**src/verilog/hasti_pkg.sv**
```systemverilog
`default_nettype none

package hasti_pkg;

  localparam int haddr_width    = 32;
  localparam int hdata_width    = 32;
  localparam int hdata_nbytes   = hdata_width / 8;
  localparam int mem_addr_width = 10; // Word address bits, 1024 words

  typedef enum logic [1:0]
  {
    IDLE   = 2'b00,
    BUSY   = 2'b01,
    NONSEQ = 2'b10,
    SEQ    = 2'b11
  } htrans_e;

  typedef enum logic [2:0]
  {
    BYTE = 3'b000,
    HALF = 3'b001,
    WORD = 3'b010
  } hsize_e;

  typedef enum logic
  {
    OKAY  = 1'b0,
    ERROR = 1'b1
  } hresp_e;

  // Address phase as driven by one AHB-Lite master
  typedef struct packed
  {
    logic [haddr_width-1:0] haddr;
    logic                   hwrite;
    hsize_e                 hsize;
    htrans_e                htrans;
  } hasti_addr_s;

  // Mask bits are active low, a 1 leaves the byte untouched
  typedef struct packed
  {
    logic                    v;
    logic                    w;
    logic [haddr_width-1:0]  addr;
    logic [hdata_width-1:0]  data;
    logic [hdata_nbytes-1:0] mask;
  } mem_req_s;

  typedef struct packed
  {
    logic                   v;
    logic [hdata_width-1:0] data;
  } mem_rsp_s;

endpackage

`default_nettype wire

```
**src/verilog/hasti_converter.sv**
```systemverilog
`default_nettype none
`timescale 1ns/10ps

module hasti_converter
  (
    input  logic                                             clk_i,
    input  logic                                             reset_i,

    // AHB-Lite side, one channel per port
    input  hasti_pkg::hasti_addr_s [1:0]                     addr_i,
    input  logic [1:0][hasti_pkg::hdata_width-1:0]           hwdata_i,
    output logic [1:0][hasti_pkg::hdata_width-1:0]           hrdata_o,
    output logic [1:0]                                       hready_o,
    output hasti_pkg::hresp_e [1:0]                          hresp_o,

    // Memory side
    output hasti_pkg::mem_req_s [1:0]                        m_req_o,
    input  logic [1:0]                                       m_yumi_i,
    input  hasti_pkg::mem_rsp_s [1:0]                        m_rsp_i
  );

  for (genvar i = 0; i < 2; i++)
  begin : g_chan
    logic [hasti_pkg::haddr_width-1:0]  addr_r;
    hasti_pkg::hsize_e                  size_r;
    logic                               w_r;
    logic                               rd_pend_r;
    logic                               notrans_r;
    logic                               done;
    logic                               reload;
    logic [hasti_pkg::hdata_nbytes-1:0] lanes;

    // A write ends with its acceptance, a read with its response
    assign done   = w_r ? m_yumi_i[i] : m_rsp_i[i].v;
    assign reload = notrans_r | done;

    always_ff @(posedge clk_i)
    begin
      if (reset_i)
      begin
        w_r       <= 1'b0;
        rd_pend_r <= 1'b0;
        notrans_r <= 1'b1;
      end
      else if (reload)
      begin
        w_r       <= addr_i[i].hwrite;
        rd_pend_r <= ~addr_i[i].hwrite;
        notrans_r <= (addr_i[i].htrans != hasti_pkg::NONSEQ);
      end
      else if (m_yumi_i[i])
      begin
        rd_pend_r <= 1'b0; // Read is in memory now, wait for the data
      end
    end

    always_ff @(posedge clk_i)
    begin
      if (reload)
      begin
        addr_r <= addr_i[i].haddr;
        size_r <= addr_i[i].hsize;
      end
    end

    always_comb
    begin
      case (size_r)
        hasti_pkg::BYTE: lanes = hasti_pkg::hdata_nbytes'(4'b0001);
        hasti_pkg::HALF: lanes = hasti_pkg::hdata_nbytes'(4'b0011);
        default:         lanes = hasti_pkg::hdata_nbytes'(4'b1111);
      endcase
    end

    assign m_req_o[i].v    = ~notrans_r & (w_r | rd_pend_r);
    assign m_req_o[i].w    = w_r;
    assign m_req_o[i].addr = addr_r;
    assign m_req_o[i].data = hwdata_i[i]; // Data phase word arrives a cycle after its address
    assign m_req_o[i].mask = ~(lanes << addr_r[1:0]);

    assign hrdata_o[i] = m_rsp_i[i].data;
    assign hready_o[i] = done;
    assign hresp_o[i]  = hasti_pkg::OKAY;
  end

endmodule

`default_nettype wire

```
**config.mk**
```make
export PLATFORM = sky130hd
export DESIGN_NAME = hasti_converter
export DESIGN_NICKNAME = d
export VERILOG_FILES = /design/src/verilog/hasti_pkg.sv /design/src/verilog/hasti_converter.sv
export SDC_FILE = /design/constraint.sdc
export NUM_CORES = 1
export LEC_CHECK = 0
export BUFFER_PORTS_ARGS = -buffer_cell sky130_fd_sc_hd__buf_2
export CAP_MARGIN = 30
export CELL_PAD_IN_SITES_DETAIL_PLACEMENT = 0
export CELL_PAD_IN_SITES_GLOBAL_PLACEMENT = 2
export CORE_AREA = 2 2 161 163
export CTS_BUF_LIST = sky130_fd_sc_hd__clkbuf_8
export DETAILED_ROUTE_END_ITERATION = 16
export DIE_AREA = 0 0 163 165
export HOLD_SLACK_MARGIN = 0.05
export PLACE_DENSITY = 0.71
export SYNTH_ARGS = -nofsm -noshare
export SYNTH_HDL_FRONTEND = slang
export SYNTH_SLANG_ARGS = --single-unit
```
**constraint.sdc**
```tcl
create_clock -name clk_i -period 3 [get_ports clk_i]
set_clock_uncertainty 0.1 [all_clocks]
set_input_delay 0.15 -clock clk_i [delete_from_list [all_inputs] [get_ports clk_i]]
set_output_delay 0.15 -clock clk_i [all_outputs]
set_load 0.1 [all_outputs]
```
==> impl_metrics.tcl <==
set metrics [dict create \
    p_sw_w 0.00107 \
    placedInstanceArea_sq_um 3770 \
    cts_buffer_depth 2 \
    reg2reg_slack_ns 1.06 \
    root_buffer "clkbuf_8" \
    wl_mm 8.83 \
    post_drt_wl_per_cell_microns 12.4 \
    ys_types 18 \
    viasPerCell 3.03 \
    syn_inst 255 \
    grt_max_degree 36 \
    critPathKind "register to output port" \
    areaGrowthSynthToFinish_pct 36.2 \
    row_count 58 \
    drive_gt1_frac 0.489 \
    fin_crit_sh 0.690 \
    antenna_found_initial 3 \
    die_h_microns 165 \
    avgSynthCellArea_sq_um 13.8 \
    synth_seq_cells 76 \
    leakage_nw 2.00 \
    critPathArrivalTime_ns 1.82 \
    tightest_slew_ns 0.554 \
    clock_latency_ns 0.36 \
    drv_slew 0 \
    dpl_worst_slack_ns 1.32 \
    power_w 0.00294 \
    timing.fmax_ghz 0.483 \
    rr_startpoint "g_chan[0].notrans_r$_SDFFE_PP1P_" \
    fin_ws_ns 0.930 \
    clk_pin_slew_ns 0.08 \
    drt-initial-drc-count 68 \
    ys.warnings.count 0 \
    period_minus_slack_ns 2.07 \
    die_w_microns 163 \
    finalInstanceArea_sq_um 4790 \
    switching_share 0.364 \
    p_int_w 0.00187 \
    holdCritStartpoint "reset_i" \
    post_cts_buffers 0 \
    initial_utilization 0.141 \
    nFillCells 2759 \
    holdPathStages 3 \
    hold_path_class "input pin to register" \
    io_buffer_count 159 \
    holdBufCountCts 82 \
    place_congestion 0.662 \
    grt_pass1_wl_mm 12.2 \
    worstSetupStartpointType "register" \
    finalHoldViolations 0 \
    rsz0062_at_grt "no" \
    worstPathRequired_ns 2.75 \
    ys_seq_area_frac 0.631 \
    drtAntennaViolNets 0 \
    layout.nets 586 \
    grt_pass1_vias 2211 \
    vias 2157 \
    combPwrFrac 0.283 \
    hpwl_mm 6.49 \
    cts_sinks 76 \
    htreeDepth 3 \
    route.detailed.drc 0 \
    relSlewSlack 0.634 \
    worstRegToRegCells 4 \
    syn-cell-area_sq_um 3520 \
    track_usage 0.0623 \
    power_density_nw_per_um2 613 \
    crit_path_end_kind "output port" \
    cts_made_buffers 9 \
    dr.pass1.iters 4 \
    boundaryPins 418 \
    holdWs_ns 0.130 \
    critical_path.max_fanout 6 \
    finalSetupViolations 0 \
    status "finished, final reports clean" \
    clkPwrFrac 0.286 \
    grt_overflow 0 \
    hold_end "g_chan[0].rd_pend_r$_SDFFE_PP0P_" \
    cts-resized-gates 0 \
    seqPwrFrac 0.431 \
    peakVddDrop_mv 0.204 \
    cts_tree "done" \
    die_area_sq_um 26900 \
    timing.rr.end "g_chan[0].w_r$_SDFFE_PP0P_" \
    core_sq_um 25000 \
    drv_cap 0 \
]
## power groups by stage
stage | Combinational (W) | Clock [W] | Sequential (W)
floorplan | 0.000968 | 0 | 0.00173
global placement | 0.000748 | 0 | 0.00129
detailed placement | 0.000751 | 0 | 0.00129
CTS | 0.000838 | 0.000896 | 0.00127
global route | 0.000859 | 0.000932 | 0.00127
finish | 0.000832 | 0.000840 | 0.00126
## kinds of logic after synthesis
family | Yosys count | synth area share
AO/OA/AOI/OAI | 14 | 0.0270
buffers and inverters | 138 | 0.290
multiplexers | 4 | 0.0171
AND/OR/NAND/NOR | 22 | 0.0334
flip-flops | 76 | 0.631
other | 1 | 0.00107
## worst max path at each step
stage | from | end
after global routing | g_chan[0].addr_r[0]$_DFFE_PP_ | m_req_o[2]
after floorplan | g_chan[0].addr_r[0]$_DFFE_PP_ | m_req_o[1]
final | g_chan[0].addr_r[0]$_DFFE_PP_ | m_req_o[2]
after detailed placement | g_chan[0].addr_r[0]$_DFFE_PP_ | m_req_o[2]
after global placement | g_chan[1].addr_r[0]$_DFFE_PP_ | m_req_o[72]
after CTS | g_chan[0].addr_r[0]$_DFFE_PP_ | m_req_o[2]
## state kept, by name (all words and copies together) (netlist names)
signal and flops:
g_chan.notrans_r 2, g_chan.w_r 2, g_chan.addr_r 64, g_chan.rd_pend_r 2, g_chan.size_r 6
## cell type report
| cell class | instances | area (sq um) | area share |
|---|---|---|---|
| antenna | 1 | 2.50 | 0.000522 |
| clock buffer | 9 | 124 | 0.0258 |
| clock inverter | 6 | 80.1 | 0.0167 |
| inverter | 4 | 15.0 | 0.00313 |
| multi-input combinational | 42 | 305 | 0.0637 |
| sequential | 76 | 2220 | 0.464 |
| tap | 330 | 413 | 0.0861 |
| timing repair buffer | 243 | 1630 | 0.340 |
## synthesized netlist by cell type
cell,instances,area [sq um]
buf_4,134,1010
edfxtp_1,70,2100
nor2_1,12,45.0
dfxtp_1,6,120
inv_1,4,15.0
mux2_4,4,60.1
o21ai_0,4,20.0
a2111oi_0,2,17.5
a21o_1,2,15.0
a21oi_1,2,10.0
nor2_4,2,22.5
nor2b_1,2,12.5
nor3_1,2,10.0
nor3b_1,2,15.0
o21bai_1,2,15.0
o41ai_1,2,17.5
or2_2,2,12.5
conb_1,1,3.75
## cell usage in the layout, fill, tap and decap left out, drive strengths merged
cell type	Yosys	final
inv	4	4
nor2b	2	2
clkbuf	0	9
o21ai	4	4
a21o	2	2
edfxtp	70	70
mux2	4	4
conb	1	2
dlygate4sd3	0	82
nor3	2	2
buf	134	161
nor2	14	14
bufinv	0	2
clkinvlp	0	1
nor3b	2	2
a2111oi	2	2
a21oi	2	2
o21bai	2	2
diode	0	1
clkinv	0	3
o41ai	2	2
or2	2	2
dfxtp	6	6
## layer usage
metal	vias to the layer above	global-route usage	wire length, microns
li1	972	-	-
met5	-	0	33
met3	44	0.0309	1090
met1	999	0.0615	3120
met4	4	0.0535	353
met2	138	0.0980	4230
## worst max-delay path, stage by stage, from the launching register on
cell,delay [ns]
edfxtp_1,0.47
a2111oi_0,0.45
a21o_1,0.13
buf_2,0.42
## stage by stage
stage,std cells,utilization,setup TNS [ns]
global placement,613,0.150,0
global route,711,0.191,0
floorplan,256,-,-0.0166
CTS,710,0.191,0
detailed placement,613,0.150,0
finish,711,0.191,0
No activity file was read; power rests on OpenSTA's default activity.
