## config.mk

```make
export PLATFORM = sky130hd
export DESIGN_NAME = mem_arbiter
export DESIGN_NICKNAME = d
export VERILOG_FILES = /design/src/verilog/hasti_pkg.sv /design/src/verilog/mem_arbiter.sv
export SDC_FILE = /design/constraint.sdc
export NUM_CORES = 1
export LEC_CHECK = 0
export BUFFER_PORTS_ARGS = -buffer_cell sky130_fd_sc_hd__buf_2
export CAP_MARGIN = 25
export CORE_AREA = 2 2 122 124
export DETAILED_ROUTE_END_ITERATION = 8
export DIE_AREA = 0 0 124 126
export HOLD_SLACK_MARGIN = 0.08
export PLACE_DENSITY = 0.46
export SYNTH_ARGS = -nofsm -noshare
export SYNTH_HDL_FRONTEND = slang
export SYNTH_SLANG_ARGS = --single-unit
```

## constraint.sdc

```tcl
create_clock -name clk_i -period 1.1 [get_ports clk_i]
set_input_delay 0.055 -clock clk_i [delete_from_list [all_inputs] [get_ports clk_i]]
set_output_delay 0.055 -clock clk_i [all_outputs]
set_load 0.05 [all_outputs]
```

## src/verilog/hasti_pkg.sv

```systemverilog
`default_nettype none

package hasti_pkg;

  localparam int haddr_width    = 32;
  localparam int hdata_width    = 32;
  localparam int hdata_nbytes   = hdata_width / 8;
  localparam int mem_addr_width = 10; // Word address bits, 1024 words

  typedef enum logic [1:0]
  {
    IDLE   = 2'b00,
    BUSY   = 2'b01,
    NONSEQ = 2'b10,
    SEQ    = 2'b11
  } htrans_e;

  typedef enum logic [2:0]
  {
    BYTE = 3'b000,
    HALF = 3'b001,
    WORD = 3'b010
  } hsize_e;

  typedef enum logic
  {
    OKAY  = 1'b0,
    ERROR = 1'b1
  } hresp_e;

  // Address phase as driven by one AHB-Lite master
  typedef struct packed
  {
    logic [haddr_width-1:0] haddr;
    logic                   hwrite;
    hsize_e                 hsize;
    htrans_e                htrans;
  } hasti_addr_s;

  // Mask bits are active low, a 1 leaves the byte untouched
  typedef struct packed
  {
    logic                    v;
    logic                    w;
    logic [haddr_width-1:0]  addr;
    logic [hdata_width-1:0]  data;
    logic [hdata_nbytes-1:0] mask;
  } mem_req_s;

  typedef struct packed
  {
    logic                   v;
    logic [hdata_width-1:0] data;
  } mem_rsp_s;

endpackage

`default_nettype wire

```

## src/verilog/mem_arbiter.sv

```systemverilog
`default_nettype none
`timescale 1ns/10ps

module mem_arbiter
  (
    input  logic                          clk_i,
    input  logic                          reset_i,

    // Requesters
    input  hasti_pkg::mem_req_s [1:0]     req_i,
    output logic [1:0]                    yumi_o,
    output hasti_pkg::mem_rsp_s [1:0]     rsp_o,

    // Shared memory
    output hasti_pkg::mem_req_s           sram_req_o,
    output logic                          sram_port_o,
    input  hasti_pkg::mem_rsp_s           sram_rsp_i,
    input  logic                          sram_rsp_port_i
  );

  logic rr_r; // Port that wins the next tie
  logic contend;
  logic grant0;
  logic grant1;

  assign contend = req_i[0].v & req_i[1].v;

  // Grant is combinational, so a lone request is taken in its first cycle
  assign grant1 = req_i[1].v & (~req_i[0].v | rr_r);
  assign grant0 = req_i[0].v & ~grant1;

  always_ff @(posedge clk_i)
  begin
    if (reset_i)
    begin
      rr_r <= 1'b0;
    end
    else if (contend)
    begin
      rr_r <= ~rr_r; // Loser of this tie wins the next one
    end
  end

  assign yumi_o[0] = grant0;
  assign yumi_o[1] = grant1;

  always_comb
  begin
    sram_req_o   = grant1 ? req_i[1] : req_i[0];
    sram_req_o.v = grant0 | grant1;
  end

  assign sram_port_o = grant1;

  // Read data goes to both ports, only the owner sees it valid
  for (genvar p = 0; p < 2; p++)
  begin : g_rsp
    assign rsp_o[p].v    = sram_rsp_i.v & (sram_rsp_port_i == 1'(p));
    assign rsp_o[p].data = sram_rsp_i.data;
  end

endmodule

`default_nettype wire

```

==> results of run 1 <==
## where the power goes
part	leakage (uW)	switching, uW	internal [uW]
clock network	0.00000000634	0	0.000121
registers	0.00000861	3.02	41.0
logic	0.00173	1260	1050
total	0.00174	1260	1100
## routing by layer
layer / up-vias / track usage [%] / wire, microns
met5: - / 0 / 0
met4: 0 / 0.793 / 58
met3: 16 / 0.951 / 622
met2: 130 / 13.5 / 3340
met1: 738 / 5.46 / 1940
li1: 784 / - / -
## repair_timing
action                                  4_1_cts  5_1_grt
buffers inserted                              1        2
gates resized for setup                     143        2
cloned                                        0        2
endpoints found under the setup margin       71       71
## final cells by class
| type | instances | area, sq um | share of cell area [%] |
|---|---|---|---|
| Antenna cell | 1 | 2.50 | 0.0811 |
| Inverter | 2 | 11.3 | 0.365 |
| Multi-Input combinational cell | 77 | 1070 | 34.5 |
| Sequential cell | 1 | 21.3 | 0.689 |
| Tap cell | 184 | 230 | 7.46 |
| Timing Repair Buffer | 237 | 1750 | 56.9 |
## logic make-up (layout without fill, tap and decap cells)
family	after synthesis	in the layout	share of synthesized area [%]
buffers and inverters	75	239	40.1
other	0	1	0
multiplexers	69	69	54.6
AO/OA/AOI/OAI	2	2	1.49
AND/OR/NAND/NOR	5	5	1.85
flip-flops	1	1	1.41
XOR/XNOR	1	1	0.615
## per-stage QoR
step	hold slack [ns]	total power [uW]	TNS, ns	utilization (%)
2_1_floorplan	0.120	2100	-8.22	-
3_3_place_gp	0.110	1960	-18.05	17.8
3_5_place_dp	0.110	1980	-19.01	17.8
4_1_cts	0.110	2320	-15.55	21.0
5_1_grt	0.110	2460	-18.23	21.5
6_report	0.110	2360	-14.91	21.6
## worst max path at each step
stage,start,cells past startpoint,slack [ns],end
2_1_floorplan,rr_r$_SDFFE_PP0P_,4,-0.18,yumi_o[1]
4_1_cts,rr_r$_SDFFE_PP0P_,5,-0.26,sram_req_o[68]
3_5_place_dp,rr_r$_SDFFE_PP0P_,5,-0.31,sram_req_o[1]
6_report,rr_r$_SDFFE_PP0P_,5,-0.25,sram_req_o[62]
5_1_grt,rr_r$_SDFFE_PP0P_,5,-0.30,sram_req_o[66]
3_3_place_gp,rr_r$_SDFFE_PP0P_,5,-0.30,sram_req_o[1]
## placed cells by master (no fill, tap or decap)
cell / count
buf_4: 13
mux2_4: 62
clkinvlp_4: 1
nor2_1: 1
buf_6: 72
xor2_1: 1
or2_2: 1
nand2_1: 1
and2_1: 1
clkbuf_16: 2
mux2_2: 7
o21ai_4: 1
buf_2: 147
nor2b_1: 1
diode_2: 1
a21oi_1: 1
inv_1: 1
dfxtp_2: 1
buf_12: 3
==> flow_summary.yaml, run 1 <==
outcome:
  status: "finished, violations left"
  violations: "negative setup slack"
floorplanning:
  dieArea_sq_um: 15600
  ios: 315
  start_util_pct: 9.95
  die_h_microns: 126
  coreArea_sq_um: 14300
  core.rowCount: 44
  die_w_microns: 124
critical_path:
  crit_path_end_kind: "output pin"
  rrSetupSlack_ns: 0.34
  ff2ff_path_depth: 3
  r2r-start: "rr_r$_SDFFE_PP0P_"
  cp_slowest_cell: "mux2_2"
  worstPathArrival_ns: 1.29
  critical_path_class: "reg -> out"
  crit_family: "buffers and inverters"
  cp_max_fo: 7
  worstPathCellList: "o21ai_4 > buf_4 > buf_12 > mux2_2 > buf_6"
  required_ns: 1.04
  critPathMaxStageDelay_ns: 0.35
  startpoint_type: "register"
  path_buf_inv: 3
  timing.rr.end: "rr_r$_SDFFE_PP0P_"
clock_network:
  clkSlewWorstSetupHoldPaths_ns: 0
  clock_latency_ns: 0
  holdBufCountCts: 0
synthesis:
  ys_ff_latch: 1
  syn_area_sq_um: 1420
  async_reset_ff_share_pct: 0
  avgSynthCellArea_sq_um: 9.31
  synth_top_area_share_pct: 49.8
  syn_nets: 329
  synthesis.instances: 153
  synth.distinct_cells: 14
  synthFlopType: "dfxtp_1"
  synth_top_cell_by_area: "mux2_2"
  synth_seq_area_share_pct: 1.41
  synth-edff-count: 0
  synthTopCellsByArea: "mux2_2 (50%), buf_4 (36%), mux2_1 (4.7%)"
  yosysMostFrequentCell: "buf_4"
  synthTopCellsByCount: "buf_4 (69), mux2_2 (63), mux2_1 (6), buf_6 (4), inv_1 (2)"
  yosys_warnings: 0
timing:
  worst_pin_slew_ns: 0.258
  rsz0062_at_grt: "true"
  min_period_over_period_pct: 122
  hold_viol_final: 0
  report.final.slew_viol_count: 0
  post-route-min-period_ns: 1.35
  finalSetupViolCount: 71
  relSlewSlack_pct: 82.9
  fin_worst_skew_ns: 0
  fmax_mhz: 743
  layout_setup_ws_ns: -0.246
detailed_routing:
  vias_per_cell: 3.32
  drc: 0
  via_count: 1668
  drt_iter0_drc: 12
  wl_per_cell_microns: 11.9
  dr.pass1.iters: 2
  ant_nets: 0
  wirelength_microns: 5960
global_routing:
  first_global_vias: 1772
  gr-total-overflow: 0
  grt_pass1_wl_microns: 7750
  grt.total_usage_pct: 6.05
  grt_max_degree: 26
  antenna_found_initial: 0
min_path:
  holdCritPathClass: "in -> out"
  min_to: "rsp_o[15]"
  hold_depth: 0
  hold_path_startpoint: "sram_rsp_i[15]"
placement:
  io_buffers: 218
  placed_cells: 496
  place_ws_ns: -0.313
  postPlaceCellArea_sq_um: 2550
  routabilityCongestion: 0.705
  post-dp-hpwl_microns: 4880
layout:
  fin_cells: 502
  fillers: 1570
  final_nets: 495
  regMostFlops: "rr_r"
  reg.largest.list: "rr_r x1"
  largest_reg_flops: 1
  layout-drive-gt1-share_pct: 97.8
  syn2layout_area_growth_pct: 117
  postLayoutCellArea_sq_um: 3090
power_and_ir_drop:
  p_leak_uw: 0.00174
  power_density_nw_per_um2: 764
  peakVddDrop_uv: 223
run:
  maxCapViolCount: 0
Power figures use the tool's default switching activity.
==> inputs of run 2 (changes only) <==
clock period = 1.2 ns   (was 1.1 ns; I/O delays follow)
==> run 2 against run 1 <==
Net effect:
- the run still ends with negative setup slack left
- sequential power is 8.0% lower
- core utilization fell by 0.56 points
- power shrank 10%
- critical path depth decreased by 1
- die area stayed put
- sequential share of layout area barely moved
- worst hold slack gained 0.010 ns
- clock skew stayed put
- global-route usage is 0.064 points lower
- routed wire length fell by 5.9%
- register-to-register slack gained 0.12 ns
- critical path type unchanged
==> flow_summary.yaml, run 2 (synthesized netlist as in run 1, its figures left out) <==
outcome:
  status: "finished, violations left"
  violations: "negative setup slack"
detailed_routing:
  via_count: 1645
  wirelength_microns: 5610
  ant_nets: 0
  wl_per_cell_microns: 11.3
  vias_per_cell: 3.31
  drc: 0
  drt_iter0_drc: 21
  dr.pass1.iters: 4
placement:
  postPlaceCellArea_sq_um: 2550
  post-dp-hpwl_microns: 4860
  routabilityCongestion: 0.705
  io_buffers: 218
global_routing:
  grt_max_degree: 26
  grt.total_usage_pct: 5.98
  grt_pass1_wl_microns: 7720
  grt_most_used_layer: "met2"
  gr-total-overflow: 0
  grtUsageMet1_pct: 5.49
  antenna_found_initial: 0
  first_global_vias: 1745
  use_met3_pct: 1.27
  grt_use_met2_pct: 12.9
layout:
  postLayoutCellArea_sq_um: 3010
  fillers: 1568
  syn2layout_area_growth_pct: 111
  multiInputGateArea_sq_um: 1060
  layout-drive-gt1-share_pct: 97.8
  mostFrequentLayoutCell: "buf_2"
  largest_reg_flops: 1
  antenna_cells: 0
  mostFrequentLayoutCells: "buf_2 (149), buf_6 (71), mux2_4 (61), buf_4 (10), mux2_2 (8)"
  final_nets: 491
  regMostFlops: "rr_r"
  reg.largest.list: "rr_r x1"
  register_area_sq_um: 21.3
critical_path:
  timing.rr.end: "rr_r$_SDFFE_PP0P_"
  worstPathArrival_ns: 1.32
  r2r-start: "rr_r$_SDFFE_PP0P_"
  crit_family: "buffers and inverters"
  crit_path_end_kind: "output pin"
  worstPathCellList: "o21ai_4 > buf_12 > mux2_2 > buf_4"
  ff2ff_path_depth: 3
  cp_max_fo: 25
  rrSetupSlack_ns: 0.46
  cp_slowest_cell: "mux2_2"
  critPathMaxStageDelay_ns: 0.37
  required_ns: 1.14
  path_buf_inv: 2
  critical_path_class: "reg -> out"
  startpoint_type: "register"
min_path:
  hold_depth: 0
  hold_path_startpoint: "sram_rsp_i[9]"
  min_to: "rsp_o[42]"
  holdCritPathClass: "in -> out"
timing:
  hold_viol_final: 0
  layout_setup_ws_ns: -0.177
  fmax_mhz: 726
  fin_worst_skew_ns: 0
  min_period_over_period_pct: 115
  worst_pin_slew_ns: 0.257
  rsz0062_at_grt: "true"
  relSlewSlack_pct: 83.0
  finalSetupTns_ns: -8.29
  post-route-min-period_ns: 1.38
  report.final.slew_viol_count: 0
  hold_slack_ns: 0.120
  finalSetupViolCount: 69
clock_network:
  holdBufCountCts: 0
  clkSlewWorstSetupHoldPaths_ns: 0
  clock_latency_ns: 0
run:
  maxCapViolCount: 0
floorplanning:
  core.rowCount: 44
  start_util_pct: 9.95
  dieArea_sq_um: 15600
  coreArea_sq_um: 14300
  ios: 315
  die_h_microns: 126
  die_w_microns: 124
power_and_ir_drop:
  p_leak_uw: 0.00170
  power_density_nw_per_um2: 703
  peakVddDrop_uv: 229
  power.total_uw: 2110
[run 2: changes by cell type in the layout (fill, tap and decap cells not counted), sizes merged]
| cell | delta |
|---|---|
| buf | -2 |
| clkbuf | -2 |
| diode | -1 |
[run 2: cell type report]
| type | count | share of cell area, % |
|---|---|---|
| inverter | 2 | 0.375 |
| multi-input combinational | 77 | 35.3 |
| sequential | 1 | 0.708 |
| tap | 184 | 7.66 |
| timing repair buffer | 233 | 55.9 |
[run 2: worst register-to-register path, delay by kind of cell, from the launching register on]
kind / cells / cell delay, ns
and+or+nand+nor: 1 / 0.05
xor gates and xnor gates: 1 / 0.13
buffers and inverters: 1 / 0.13
DFF: 1 / 0.31
[run 2: per-layer routing]
metal | part of all wire, % | vias to the layer above
li1 | - | 776
met1 | 32 | 720
met2 | 55 | 135
met3 | 12 | 14
met4 | 0.98 | 0
met5 | 0 | -
[run 2: worst max-delay path by stage]
stage	from	to	slack [ns]	cells past startpoint
floorplan	rr_r$_SDFFE_PP0P_	yumi_o[1]	-0.09	4
global placement	rr_r$_SDFFE_PP0P_	sram_req_o[1]	-0.21	5
detailed placement	rr_r$_SDFFE_PP0P_	sram_req_o[36]	-0.21	5
CTS	rr_r$_SDFFE_PP0P_	sram_req_o[66]	-0.18	4
global route	rr_r$_SDFFE_PP0P_	sram_req_o[66]	-0.20	4
finish	rr_r$_SDFFE_PP0P_	sram_req_o[66]	-0.18	4
[run 2: repair_timing]
item                                    4_1_cts  5_1_grt
setup buffers                                 1        0
endpoints found under the setup margin       69       69
pin swaps                                     0        0
resized for setup                           141        0
[run 2: power by group]
part	switching [uW]	internal (uW)	leakage (uW)
clock	0	0	0
combinational	1140	933	0.00169
sequential	2.91	37.6	0.00000861
total	1140	970	0.00170
[run 2: per-stage QoR]
step | setup slack (ns) | instances | util (%)
finish | -0.177 | 497 | 21.0
global route | -0.202 | 497 | 21.0
CTS | -0.182 | 497 | 21.0
detailed placement | -0.213 | 496 | 17.8
global placement | -0.206 | 496 | 17.8
floorplan | -0.0854 | 153 | -
